[src/secv_pkg.sv]
// SEC-V CSR package with widths, CSR addresses, fixed ID values and shared types
`default_nettype none

package secv_pkg;

    localparam int XLEN   = 64;                          // Data width
    localparam int HART_W = 4;                           // Hart id input width

    // Machine trap setup and handling
    localparam logic [11:0] CSR_ADDR_MSTATUS   = 12'h300; // Machine status
    localparam logic [11:0] CSR_ADDR_MISA      = 12'h301; // ISA and extensions
    localparam logic [11:0] CSR_ADDR_MIE       = 12'h304; // Interrupt enable
    localparam logic [11:0] CSR_ADDR_MTVEC     = 12'h305; // Trap vector base
    localparam logic [11:0] CSR_ADDR_MSCRATCH  = 12'h340; // Scratch
    localparam logic [11:0] CSR_ADDR_MEPC      = 12'h341; // Exception PC
    localparam logic [11:0] CSR_ADDR_MCAUSE    = 12'h342; // Trap cause
    localparam logic [11:0] CSR_ADDR_MTVAL     = 12'h343; // Trap value

    // Counters
    localparam logic [11:0] CSR_ADDR_MCYCLE    = 12'hB00; // Cycle counter
    localparam logic [11:0] CSR_ADDR_MINSTRET  = 12'hB02; // Retired instructions

    // Identification, read-only space
    localparam logic [11:0] CSR_ADDR_MVENDORID = 12'hF11;
    localparam logic [11:0] CSR_ADDR_MARCHID   = 12'hF12;
    localparam logic [11:0] CSR_ADDR_MIMPID    = 12'hF13;
    localparam logic [11:0] CSR_ADDR_MHARTID   = 12'hF14;

    localparam logic [XLEN-1:0] MVENDORID = 64'h0000_0000_0000_0A5E; // Non-commercial id
    localparam logic [XLEN-1:0] MARCHID   = 64'h0000_0000_0000_0023; // Arch id
    localparam logic [XLEN-1:0] MIMPID    = 64'h0000_0000_0001_0000; // Impl version 1.0

    // MXL=2 in 63:62, U in bit 20, I in bit 8
    localparam logic [XLEN-1:0] MISA_VAL  = 64'h8000_0000_0010_0100;

    localparam int MSTATUS_MIE  = 3;                     // Global interrupt enable
    localparam int MSTATUS_MPIE = 7;                     // Previous MIE
    localparam int MSTATUS_MPP  = 11;                    // Low bit of fixed MPP field

    // Encoding follows funct3[1:0] of the CSR instructions
    typedef enum logic [1:0] {
        CSR_RW = 2'b01,                                  // Swap
        CSR_RS = 2'b10,                                  // Set bits
        CSR_RC = 2'b11                                   // Clear bits
    } csr_op_e;

    typedef struct packed {
        csr_op_e         op;                             // Operation
        logic            use_imm;                        // Immediate form
        logic [11:0]     addr;                           // CSR address
        logic [XLEN-1:0] rs_val;                         // rs1 value
        logic [4:0]      imm;                            // uimm field
    } csr_req_t;

    typedef struct packed {
        logic [XLEN-1:0] rdata;                          // Old CSR value
        logic            illegal;                        // Request rejected
    } csr_rsp_t;

    typedef struct packed {
        logic [11:0]     addr;                           // Target CSR
        logic [XLEN-1:0] data;                           // Unmasked write value
    } csr_wr_t;

    typedef struct packed {
        logic            is_int;                         // Interrupt, not exception
        logic [5:0]      cause;                          // Cause code
        logic [XLEN-1:0] pc;                             // PC of trapping instruction
        logic [XLEN-1:0] tval;                           // Faulting address or data
    } trap_req_t;

    typedef struct packed {
        logic            save;                           // Trap entry, write trap CSRs
        logic [XLEN-1:0] mepc;                           // New mepc
        logic [XLEN-1:0] mcause;                         // New mcause
        logic [XLEN-1:0] mtval;                          // New mtval
        logic            mie_bit;                        // New mstatus.MIE
        logic            mpie_bit;                       // New mstatus.MPIE
    } trap_upd_t;

endpackage

`default_nettype wire
[src/csr_unit.sv]
// Machine-mode CSR unit top, joins access unit, register file and trap unit
`default_nettype none

module csr_unit (
    input  logic                          clk_i,
    input  logic                          rst_i,

    input  logic [secv_pkg::HART_W-1:0]   hartid_i,       // Hardware thread id
    input  logic                          retire_i,       // Instruction retired

    input  logic                          req_stb_i,      // CSR request valid
    input  secv_pkg::csr_req_t            req_i,          // CSR request
    output logic                          rsp_stb_o,      // CSR response valid
    output secv_pkg::csr_rsp_t            rsp_o,          // CSR response

    input  logic                          trap_stb_i,     // Trap event
    input  secv_pkg::trap_req_t           trap_i,         // Trap details
    input  logic                          mret_stb_i,     // MRET executed
    output logic                          redirect_stb_o, // Fetch redirect valid
    output logic [secv_pkg::XLEN-1:0]     redirect_pc_o   // Fetch redirect target
);

    import secv_pkg::*;

    logic            suppress;                           // Drop CSR write this cycle
    logic [11:0]     rd_addr;
    logic [XLEN-1:0] rd_data;
    logic            rd_valid;
    logic            wr_stb;
    csr_wr_t         wr;
    logic            upd_stb;
    trap_upd_t       upd;
    logic [XLEN-1:0] mtvec;
    logic [XLEN-1:0] mepc;
    logic            mie_bit;
    logic            mpie_bit;

    assign suppress = trap_stb_i || mret_stb_i;          // Trap path owns the edge

    csr_access u_access (
        .clk_i      (clk_i),
        .rst_i      (rst_i),
        .req_stb_i  (req_stb_i),
        .req_i      (req_i),
        .suppress_i (suppress),
        .rd_addr_o  (rd_addr),
        .rd_data_i  (rd_data),
        .rd_valid_i (rd_valid),
        .wr_stb_o   (wr_stb),
        .wr_o       (wr),
        .rsp_stb_o  (rsp_stb_o),
        .rsp_o      (rsp_o)
    );

    csr_regs u_regs (
        .clk_i      (clk_i),
        .rst_i      (rst_i),
        .hartid_i   (hartid_i),
        .retire_i   (retire_i),
        .wr_stb_i   (wr_stb),
        .wr_i       (wr),
        .upd_stb_i  (upd_stb),
        .upd_i      (upd),
        .rd_addr_i  (rd_addr),
        .rd_data_o  (rd_data),
        .rd_valid_o (rd_valid),
        .mtvec_o    (mtvec),
        .mepc_o     (mepc),
        .mie_bit_o  (mie_bit),
        .mpie_bit_o (mpie_bit)
    );

    csr_trap u_trap (
        .clk_i          (clk_i),
        .rst_i          (rst_i),
        .trap_stb_i     (trap_stb_i),
        .trap_i         (trap_i),
        .mret_stb_i     (mret_stb_i),
        .mtvec_i        (mtvec),
        .mepc_i         (mepc),
        .mie_bit_i      (mie_bit),
        .mpie_bit_i     (mpie_bit),
        .upd_stb_o      (upd_stb),
        .upd_o          (upd),
        .redirect_stb_o (redirect_stb_o),
        .redirect_pc_o  (redirect_pc_o)
    );

endmodule

`default_nettype wire

[src/csr_trap.sv]
// Trap entry and MRET sequencer, builds trap CSR updates and the redirect target
`default_nettype none

module csr_trap (
    input  logic                          clk_i,
    input  logic                          rst_i,

    input  logic                          trap_stb_i,     // Trap event
    input  secv_pkg::trap_req_t           trap_i,         // Trap details
    input  logic                          mret_stb_i,     // MRET executed

    input  logic [secv_pkg::XLEN-1:0]     mtvec_i,        // Current mtvec
    input  logic [secv_pkg::XLEN-1:0]     mepc_i,         // Current mepc
    input  logic                          mie_bit_i,      // Current MIE
    input  logic                          mpie_bit_i,     // Current MPIE

    output logic                          upd_stb_o,      // Register update strobe
    output secv_pkg::trap_upd_t           upd_o,          // Register update values

    output logic                          redirect_stb_o, // Fetch redirect valid
    output logic [secv_pkg::XLEN-1:0]     redirect_pc_o   // Fetch redirect target
);

    import secv_pkg::*;

    logic [XLEN-1:0] tvec_base;                          // mtvec without mode bits
    logic [XLEN-1:0] vec_offset;                         // 4 x cause for vectored ints
    logic [XLEN-1:0] target_d;                           // Next redirect pc

    assign tvec_base  = {mtvec_i[XLEN-1:2], 2'b00};
    assign vec_offset = (mtvec_i[0] && trap_i.is_int)
                      ? {{(XLEN-8){1'b0}}, trap_i.cause, 2'b00}
                      : '0;

    // Trap beats MRET, MRET returns to the pre-update mepc
    assign target_d = trap_stb_i ? (tvec_base + vec_offset) : mepc_i;

    assign upd_stb_o = trap_stb_i || mret_stb_i;         // Applied on the next edge

    always_comb begin
        upd_o.save   = trap_stb_i;
        upd_o.mepc   = {trap_i.pc[XLEN-1:2], 2'b00};     // Aligned return address
        upd_o.mcause = {trap_i.is_int, {(XLEN-7){1'b0}}, trap_i.cause};
        upd_o.mtval  = trap_i.tval;
        if (trap_stb_i) begin
            upd_o.mie_bit  = 1'b0;                       // Disable interrupts
            upd_o.mpie_bit = mie_bit_i;                  // Stack old MIE
        end else begin
            upd_o.mie_bit  = mpie_bit_i;                 // Restore from stack
            upd_o.mpie_bit = 1'b1;
        end
    end

    always_ff @(posedge clk_i) begin
        if (rst_i) begin
            redirect_stb_o <= 1'b0;
        end else begin
            redirect_stb_o <= upd_stb_o;                 // Same edge as CSR update
        end
    end

    always_ff @(posedge clk_i) begin
        if (upd_stb_o) begin
            redirect_pc_o <= target_d;
        end
    end

endmodule

`default_nettype wire

[src/csr_regs.sv]
// Machine-mode CSR storage with write masks, counters and combinational read mux
`default_nettype none

module csr_regs (
    input  logic                          clk_i,
    input  logic                          rst_i,

    input  logic [secv_pkg::HART_W-1:0]   hartid_i,   // Hardware thread id
    input  logic                          retire_i,   // Instruction retired

    input  logic                          wr_stb_i,   // CSR write strobe
    input  secv_pkg::csr_wr_t             wr_i,       // CSR write port
    input  logic                          upd_stb_i,  // Trap or MRET update
    input  secv_pkg::trap_upd_t           upd_i,      // Trap CSR values

    input  logic [11:0]                   rd_addr_i,  // Read address
    output logic [secv_pkg::XLEN-1:0]     rd_data_o,  // Read data
    output logic                          rd_valid_o, // Address implemented

    output logic [secv_pkg::XLEN-1:0]     mtvec_o,    // Trap vector to trap unit
    output logic [secv_pkg::XLEN-1:0]     mepc_o,     // Return address to trap unit
    output logic                          mie_bit_o,  // mstatus.MIE
    output logic                          mpie_bit_o  // mstatus.MPIE
);

    import secv_pkg::*;

    logic            mie_bit;                            // mstatus.MIE
    logic            mpie_bit;                           // mstatus.MPIE
    logic [XLEN-1:0] mie;                                // Interrupt enable
    logic [XLEN-1:0] mtvec;                              // Base plus mode in bit 0
    logic [XLEN-1:0] mscratch;
    logic [XLEN-1:0] mepc;                               // Bits 1:0 always zero
    logic [XLEN-1:0] mcause;
    logic [XLEN-1:0] mtval;
    logic [XLEN-1:0] mcycle;
    logic [XLEN-1:0] minstret;
    logic [XLEN-1:0] mstatus_rd;                         // Assembled mstatus view

    always_ff @(posedge clk_i) begin
        if (rst_i) begin
            mie_bit  <= 1'b0;
            mpie_bit <= 1'b0;
            mie      <= '0;
            mtvec    <= '0;
            mscratch <= '0;
            mepc     <= '0;
            mcause   <= '0;
            mtval    <= '0;
            mcycle   <= '0;
            minstret <= '0;
        end else begin
            mcycle <= mcycle + 1'b1;                     // Free running
            if (retire_i) begin
                minstret <= minstret + 1'b1;
            end

            if (upd_stb_i) begin                         // Trap path wins
                mie_bit  <= upd_i.mie_bit;
                mpie_bit <= upd_i.mpie_bit;
                if (upd_i.save) begin                    // Trap entry only, not MRET
                    mepc   <= upd_i.mepc;
                    mcause <= upd_i.mcause;
                    mtval  <= upd_i.mtval;
                end
            end else if (wr_stb_i) begin
                case (wr_i.addr)
                    CSR_ADDR_MSTATUS: begin              // Only MIE and MPIE stored
                        mie_bit  <= wr_i.data[MSTATUS_MIE];
                        mpie_bit <= wr_i.data[MSTATUS_MPIE];
                    end
                    CSR_ADDR_MIE:      mie      <= wr_i.data;
                    CSR_ADDR_MTVEC:    mtvec    <= {wr_i.data[XLEN-1:2], 1'b0, wr_i.data[0]};
                    CSR_ADDR_MSCRATCH: mscratch <= wr_i.data;
                    CSR_ADDR_MEPC:     mepc     <= {wr_i.data[XLEN-1:2], 2'b00};
                    CSR_ADDR_MCAUSE:   mcause   <= wr_i.data;
                    CSR_ADDR_MTVAL:    mtval    <= wr_i.data;
                    CSR_ADDR_MCYCLE:   mcycle   <= wr_i.data;    // Overrides increment
                    CSR_ADDR_MINSTRET: minstret <= wr_i.data;
                    default: ;                           // misa and others ignore writes
                endcase
            end
        end
    end

    always_comb begin
        mstatus_rd                                   = '0;
        mstatus_rd[MSTATUS_MIE]                      = mie_bit;
        mstatus_rd[MSTATUS_MPIE]                     = mpie_bit;
        mstatus_rd[MSTATUS_MPP+1:MSTATUS_MPP]        = 2'b11;    // Machine mode only
    end

    always_comb begin
        rd_data_o  = '0;
        rd_valid_o = 1'b1;
        case (rd_addr_i)
            CSR_ADDR_MSTATUS:   rd_data_o = mstatus_rd;
            CSR_ADDR_MISA:      rd_data_o = MISA_VAL;
            CSR_ADDR_MIE:       rd_data_o = mie;
            CSR_ADDR_MTVEC:     rd_data_o = mtvec;
            CSR_ADDR_MSCRATCH:  rd_data_o = mscratch;
            CSR_ADDR_MEPC:      rd_data_o = mepc;
            CSR_ADDR_MCAUSE:    rd_data_o = mcause;
            CSR_ADDR_MTVAL:     rd_data_o = mtval;
            CSR_ADDR_MCYCLE:    rd_data_o = mcycle;
            CSR_ADDR_MINSTRET:  rd_data_o = minstret;
            CSR_ADDR_MVENDORID: rd_data_o = MVENDORID;
            CSR_ADDR_MARCHID:   rd_data_o = MARCHID;
            CSR_ADDR_MIMPID:    rd_data_o = MIMPID;
            CSR_ADDR_MHARTID:   rd_data_o = {{(XLEN-HART_W){1'b0}}, hartid_i};
            default:            rd_valid_o = 1'b0;       // Unimplemented
        endcase
    end

    assign mtvec_o    = mtvec;
    assign mepc_o     = mepc;
    assign mie_bit_o  = mie_bit;
    assign mpie_bit_o = mpie_bit;

endmodule

`default_nettype wire

[src/csr_access.sv]
// CSR access unit, decodes Zicsr requests and issues register writes and responses
`default_nettype none

module csr_access (
    input  logic                          clk_i,
    input  logic                          rst_i,

    input  logic                          req_stb_i,  // Request valid
    input  secv_pkg::csr_req_t            req_i,      // Request payload
    input  logic                          suppress_i, // Trap or MRET this cycle

    output logic [11:0]                   rd_addr_o,  // Register file read address
    input  logic [secv_pkg::XLEN-1:0]     rd_data_i,  // Current CSR value
    input  logic                          rd_valid_i, // Address implemented

    output logic                          wr_stb_o,   // Register write strobe
    output secv_pkg::csr_wr_t             wr_o,       // Register write port

    output logic                          rsp_stb_o,  // Response valid
    output secv_pkg::csr_rsp_t            rsp_o       // Response payload
);

    import secv_pkg::*;

    logic [XLEN-1:0] src;                                // Register or immediate source
    logic            wr_intent;                          // Request would modify the CSR
    logic            read_only;                          // Address in 0xC00..0xFFF
    logic            illegal;                            // Request rejected
    logic [XLEN-1:0] new_val;                            // Read-modify-write result
    csr_rsp_t        rsp_d;                              // Next response

    assign rd_addr_o = req_i.addr;                       // Reads are combinational

    assign src = req_i.use_imm ? {{(XLEN-5){1'b0}}, req_i.imm} : req_i.rs_val;

    // RS and RC with a zero source only read
    assign wr_intent = (req_i.op == CSR_RW) || (src != '0);
    assign read_only = (req_i.addr[11:10] == 2'b11);
    assign illegal   = !rd_valid_i || (read_only && wr_intent);

    always_comb begin
        case (req_i.op)
            CSR_RS:  new_val = rd_data_i | src;          // Set
            CSR_RC:  new_val = rd_data_i & ~src;         // Clear
            default: new_val = src;                      // Swap
        endcase
    end

    // Register takes the value on the same edge as the response
    assign wr_stb_o  = req_stb_i && !illegal && wr_intent && !suppress_i;
    assign wr_o.addr = req_i.addr;
    assign wr_o.data = new_val;

    assign rsp_d.rdata   = illegal ? '0 : rd_data_i;     // Old value, zero if rejected
    assign rsp_d.illegal = illegal;

    always_ff @(posedge clk_i) begin
        if (rst_i) begin
            rsp_stb_o <= 1'b0;
        end else begin
            rsp_stb_o <= req_stb_i;                      // One cycle latency
        end
    end

    always_ff @(posedge clk_i) begin
        if (req_stb_i) begin
            rsp_o <= rsp_d;                              // Payload held until next request
        end
    end

endmodule

`default_nettype wire

[config.mk]
export PLATFORM = sky130hd
export DESIGN_NAME = csr_unit
export DESIGN_NICKNAME = d
export VERILOG_FILES = /design/src/secv_pkg.sv /design/src/csr_unit.sv /design/src/csr_trap.sv /design/src/csr_regs.sv /design/src/csr_access.sv
export SDC_FILE = /design/constraint.sdc
export NUM_CORES = 2
export LEC_CHECK = 0
export ABC_CLOCK_PERIOD_IN_PS = 5100
export BUFFER_PORTS_ARGS = -buffer_cell sky130_fd_sc_hd__buf_4
export CORE_ASPECT_RATIO = 1.4
export CORE_MARGIN = 1.5
export CORE_UTILIZATION = 38
export CTS_CLUSTER_DIAMETER = 80
export DETAILED_ROUTE_END_ITERATION = 16
export GPL_ROUTABILITY_DRIVEN = 0
export PLACE_DENSITY = 0.67
export SLEW_MARGIN = 20
export SYNTH_ARGS = -nofsm -noshare
export SYNTH_HDL_FRONTEND = slang
export SYNTH_SLANG_ARGS = --single-unit
[constraint.sdc]
create_clock -name clk_i -period 5.1 [get_ports clk_i]
set_input_delay 1.53 -clock clk_i [delete_from_list [all_inputs] [get_ports clk_i]]
set_output_delay 1.53 -clock clk_i [all_outputs]
set_load 0.02 [all_outputs]
======== Word-level counts from Yosys, hierarchy flattened ========
Index checks and enable logic that the tools add are counted.
storage, ports and cells
  register bits ........................... 644
  bits of input ports ..................... 229
  output and inout port bits .............. 131
  logic and storage cells ................. 98
cells by class
  $add $sub $neg .......................... 3
  equality and inequality tests ........... 19
  multiplexer cells ....................... 32
  bitwise logic cells ..................... 4
  reductions and logical operators ........ 25
operators by type and width
  kind                     count
  $mux W64                 21
  $pmux W64 S14            1
  $add A64 B1 Y64 const B  2
  $pmux W64 S2             1
  $eq A12 B10 Y1 const B   8
  $eq A12 B12 Y1 const B   6
  $add A64 B64 Y64         1
  $and A64 B64 Y64         1
  $not A64 Y64             1
  $or A64 B64 Y64          1
  $reduce_bool A64 Y1      1
  $reduce_and A3 Y1        6
  $reduce_or A14 Y1        1
  $reduce_bool A2 Y1       5
  $mux W8                  1
  $mux W1                  7
  $eq A2 B2 Y1 const B     3
  $logic_and A1 B1 Y1      5
  $logic_not A1 Y1         3
  $logic_or A1 B1 Y1       3
  $eq A2 B1 Y1 const B     1
  $mux W2                  1
  $ne A2 B2 Y1 const B     1
  $reduce_and A2 Y1        1
  $not A1 Y1               1

======== Logic depth before layout (Yosys ltp) ========
  depth after elaboration ................. 11
  gate-level depth with buffers ........... 12
  gate-level depth less buffers ........... 10

======== Cells and area by module ========
From an unflattened synthesis, not the netlist that was laid out.
second synthesis, totals
  cells, all modules ...................... 4452
  area total of the unflattened synthesis .. 36083.4 um^2
modules (own cells, without submodules)
  module      instances  cells an instance  area an instance (um^2)  sequential area each (um^2)
  csr_regs    1          3206               25035.3                  10269.8
  csr_trap    1          679                5978.2                   1941.9
  csr_access  1          566                5063.6                   1971.9
  csr_unit    1          1                  6.3                      0.0

======== Worst setup path before layout ========
OpenSTA, ideal clock, no wires.
  kind .................................... input port to flip-flop
  from .................................... in trap_stb_i
  to ...................................... reg u_regs.mcause[3]
  library setup time ...................... 0.102 ns
  data arrival time ....................... 4.998 ns
  required time ........................... 4.998 ns
  slack ................................... 0.000 ns
  stages .................................. 7
  path through ............................ clkbuf_1 nor2_1 inv_1 clkbuf_1 clkbuf_1 nor2_1 o41ai_1
between the ends
  cells in the longest elaborated chain, start to end .. 5
  elaborated cells on any way between the ends .. 8
RTL lines
  item                          line              RTL
  from (decl)                   csr_unit.sv:16    input logic trap_stb_i,
  $logic_or A1 B1 Y1 *          csr_unit.sv:38    assign suppress = trap_stb_i || mret_stb_i;
  named net suppress            csr_unit.sv:25    logic suppress;
  $logic_not A1 Y1              csr_access.sv:50  assign wr_stb_o = req_stb_i && !illegal && wr_intent && !suppress_i;
  $logic_and A1 B1 Y1           csr_access.sv:50
  $reduce_bool A2 Y1 (no line)  -
  $reduce_and A3 Y1 (no line)   -
  to (signal assigned)          csr_regs.sv:63    mcause <= upd_i.mcause;
  to (signal assigned)          csr_regs.sv:76    CSR_ADDR_MCAUSE: mcause <= wr_i.data;
  to (decl)                     csr_regs.sv:34    logic [XLEN-1:0] mcause;
Mark *: on every way through the listed nets, which the timed path passes. The rest lies on a longest branch.
A chain may end at the register's enable or synchronous reset.

======== Worst setup path in the final report ========
  from .................................... in trap_i[134] in the netlist's numbering
  to ...................................... reg u_trap.redirect_pc_o[22] in the netlist's numbering (data pin)
between the ends
  cells in the longest elaborated chain, start to end .. 4
RTL lines
  item                           line            RTL
  from (decl)                    csr_unit.sv:17  input secv_pkg::trap_req_t trap_i,
  $logic_and A1 B1 Y1            csr_trap.sv:31  assign vec_offset = (mtvec_i[0] && trap_i.is_int)
  $mux W8                        csr_trap.sv:32  ? {{(XLEN-8){1'b0}}, trap_i.cause, 2'b00}
  $add A64 B64 Y64               csr_trap.sv:36  assign target_d = trap_stb_i ? (tvec_base + vec_offset) : mepc_i;
  $mux W64                       csr_trap.sv:36
  named net u_trap.target_d[22]  csr_trap.sv:28  logic [XLEN-1:0] target_d;
  to (signal assigned)           csr_trap.sv:64  redirect_pc_o <= target_d;
  to (decl)                      csr_trap.sv:21  output logic [secv_pkg::XLEN-1:0] redirect_pc_o
The timed path passes the listed nets, and every way through them passes these cells.

==> impl_metrics.csv <==
group,metric,value,unit
sta,fin_crit,4.32,ns
clocking,cts_tree,"built",
synth,ys_ff_latch,640,
clocking,cts_sinks,640,
pwr,p_leak,13.6,nW
worst_setup_path,setup.worst_path.end_class,"flop",
sta,clock.fmax,0.232,GHz
detailed_routing,drt-wirelength-per-cell,26.0,um
floorplanning,die_area,0.0890,mm^2
global_routing,grt_max_degree,194,
hold_path,hold_path.class,"flop to flop",
sta,slew_headroom,17.7,%
worst_setup_path,rr_endpoint,"u_trap.redirect_pc_o[22]",
synth,synthArstFlopShare,0,%
detailed_routing,routed_via_density,6.09,
clocking,htree_levels,3,
finish,syn_to_final_growth,19.5,%
hold_path,whs_path_depth,2,
hold_path,holdPathEnd,"u_regs.mcause[43]",
worst_setup_path,r2r_slack,1.27,ns
finish,drive_gt1_share,19.4,%
global_routing,grt_overflow,0,
hold_path,min_from,"u_regs.mcause[43]",
worst_setup_path,critPathMaxFanout,7,
synth,synthFlopType,"dfxtp_1",
synth,synth_warnings,0,
sta,skew,0.0272,ns
sta,post-route-period-util,84.7,%
sta,finalHoldViolations,0,
finish,fin_area,0.0396,mm^2
detailed_routing,via_count,31300,
pwr,vdd_drop_max,0.000173,V
detailed_routing,detail-route-antenna-nets,0,
detailed_routing,routed_wl,134000,um
clocking,cts_buffers,69,
global_routing,grt_antenna_before_repair,4,
sta,slew_viol_final,0,
synth,netlist_area,0.0331,mm^2
worst_setup_path,reg2reg_depth,11,
synth,ys_seq_area_share,42.5,%
clocking,post_cts_buffers,0,
job,cap_violations,0,
floorplanning,core,0.0866,mm^2
place,port-buffer-count,355,
global_routing,grt_pass1_wl,194000,um
worst_setup_path,critPathKind,"input pin to flop",
sta,finalSetupViolCount,0,
worst_setup_path,worstSetupStartpointType,"input pin",
worst_setup_path,cp.arrival,4.66,ns
floorplanning,rows,128,
detailed_routing,drc_errors,0,
sta,tns,0,ns
floorplanning,die_h,352,um
synth,synth_edf_count,127,
global_routing,grt_pass1_vias,29800,
clocking,cts_root_buf,"clkbuf_16",
clocking,clk_latency,0.64,ns
finish,nets,4157,
detailed_routing,drt_first_pass_iters,7,
sta,hold_ws,0.453,ns
detailed_routing,first_iter_violations,3542,
clocking,cts_resized,0,
finish,fillers,8393,
clocking,clk_pin_slew_worst_paths,0.07,ns
finish,finalNonFillerCells,5147,
clocking,clock_path_buffers,3,
place,placed_area,0.0374,mm^2
clocking,ctsHoldBuffers,0,
place,place_hpwl,93900,um
synth,synth_cells,3668,
worst_setup_path,required,5.44,ns
synth,avgSynthCellArea,9.04,um^2
floorplanning,die_w,253,um
sta,worst_slew_pin_slew,1.22,ns
outcome,outcome,"complete, no violations",
place,dp_cells,5018,
sta,rsz0062_at_grt,"false",
synth,synth_cell_type_count,94,
global_routing,grtUsageTotal,29.1,%
floorplanning,initial_core_util,38.3,%
pwr,power_density,293,mW/mm^2
floorplanning,io_pins,360,
worst_setup_path,timing.rr.start,"u_regs.mtvec_o[0]",
synth_stat cells, types with 13 or more instances:
| cell | n | share of area (%) |
|---|---|---|
| a22oi_1 | 48 | 1.1 |
| a222oi_1 | 45 | 1.4 |
| clkbuf_1 | 164 | 1.9 |
| mux2i_1 | 38 | 1.1 |
| dfxtp_1 | 513 | 31 |
| nand2_1 | 261 | 3.0 |
| buf_1 | 17 | 0.19 |
| nor4_1 | 46 | 0.87 |
| inv_1 | 44 | 0.50 |
| edfxtp_1 | 127 | 12 |
| buf_2 | 98 | 1.5 |
| xor2_1 | 87 | 2.3 |
| and3_1 | 23 | 0.43 |
| buf_6 | 15 | 0.51 |
| a32o_1 | 124 | 3.7 |
| buf_4 | 19 | 0.43 |
| and4_1 | 20 | 0.53 |
| a32oi_2 | 21 | 1.0 |
| nor2_1 | 545 | 6.2 |
| a21oi_1 | 91 | 1.4 |
| a31oi_2 | 13 | 0.49 |
| nand3_1 | 78 | 1.2 |
| nand2b_1 | 193 | 3.6 |
| a31oi_1 | 28 | 0.53 |
| nor3_1 | 97 | 1.5 |
| a211oi_1 | 358 | 8.1 |
| nor2b_1 | 15 | 0.28 |
| a211oi_2 | 32 | 1.2 |
| o21ai_0 | 40 | 0.60 |
| nand3b_1 | 57 | 1.3 |
| nand4_1 | 89 | 1.7 |
| mux2_2 | 56 | 1.9 |
| xnor2_1 | 96 | 2.5 |
worst max-delay path, cell delays in order:
cell and delay, ns:
buf_4 0.11, and3_1 0.16, ha_1 0.18, fa_1 0.21, a21o_1 0.15, a21oi_1 0.11
o21ai_0 0.96, and2_1 0.53, buf_4 0.25, nand4_1 0.12, xor2_1 0.23, a21oi_1 0.13
power breakdown:
part | total [mW] | internal (mW) | leakage [nW] | switching (mW)
clock | 5.05 | 2.82 | 1.10 | 2.22
sequential | 5.39 | 5.30 | 5.49 | 0.0860
combinational | 1.17 | 0.435 | 6.97 | 0.738
total | 11.6 | 8.56 | 13.6 | 3.05
routing by layer:
layer  global-route usage (%)  vias to the layer above  part of all wire, %
met2                     47.5                     1659                   47
li1                         -                    14100                    -
met3                     6.44                      390                  9.3
met1                     35.2                    15100                   38
met5                        0                        -                0.028
met4                     16.9                        6                  6.1
kinds of logic (layout without fill, tap and decap cells):
kind of cell | count (synthesis) | after routing | synth area share [%]
AND/OR/NAND/NOR | 1495 | 1495 | 22.4
AO/OA/AOI/OAI | 886 | 886 | 21.9
flip-flops | 640 | 640 | 42.5
buffers and inverters | 360 | 664 | 5.00
XOR/XNOR | 183 | 183 | 4.84
multiplexers | 94 | 94 | 3.05
adder cells (fa/ha/maj) | 9 | 9 | 0.362
other | 1 | 6 | 0.0113
flip-flops by register name, summed over array words and instances, names as in the netlist:
register / cells
u_trap.redirect_stb_o: 1
u_regs.mscratch: 64
u_regs.mie_bit_o: 1
u_regs.mtvec_o: 63
u_regs.mpie_bit_o: 1
u_regs.minstret: 64
u_regs.mcause: 64
u_regs.mepc_o: 62
u_regs.mcycle: 64
u_access.rsp_o: 65
u_regs.mtval: 64
u_regs.mie: 64
u_trap.redirect_pc_o: 62
u_access.rsp_stb_o: 1
worst max path at each step:
stage	from	to	cells past startpoint
global placement	trap_i[134]	u_trap.redirect_pc_o[28]	12
finish	trap_i[134]	u_trap.redirect_pc_o[22]	12
detailed placement	trap_i[134]	u_trap.redirect_pc_o[62]	13
global route	trap_i[134]	u_trap.redirect_pc_o[62]	13
floorplan	trap_stb_i	u_regs.mcause[3]	7
CTS	trap_i[134]	u_trap.redirect_pc_o[62]	13
layout by cell type (no fill, tap or decap), types with 48 or more instances in the layout:
master	netlist	routed
nor2_1	545	543
dfxtp_1	513	513
buf_4	19	455
a211oi_1	358	356
nand2_1	261	261
nand2b_1	193	193
edfxtp_1	127	127
a32o_1	124	124
xnor2_1	96	96
nor3_1	97	95
a21oi_1	91	90
nand4_1	89	89
xor2_1	87	87
nand3_1	78	78
clkbuf_16	0	72
nand3b_1	57	57
mux2_2	56	56
a22oi_1	48	48
metrics by stage:
stage	setup slack, ns	util (%)	power (mW)
global placement	0.455	43.2	6.64
finish	0.783	45.7	11.6
detailed placement	0.418	43.2	6.65
CTS	1.08	45.7	11.7
global route	0.767	45.7	11.9
floorplan	1.06	-	6.06
final cells by class:
class | count | area [um^2] | share of cell area [%]
Antenna cell | 4 | 10.0 | 0.0253
Clock buffer | 97 | 2010 | 5.06
Clock inverter | 28 | 209 | 0.527
Inverter | 46 | 178 | 0.448
Multi-Input combinational cell | 2669 | 17500 | 44.2
Sequential cell | 640 | 14100 | 35.5
Tap cell | 1170 | 1460 | 3.69
Timing Repair Buffer | 493 | 4160 | 10.5
No activity file was read; power rests on OpenSTA's default activity.
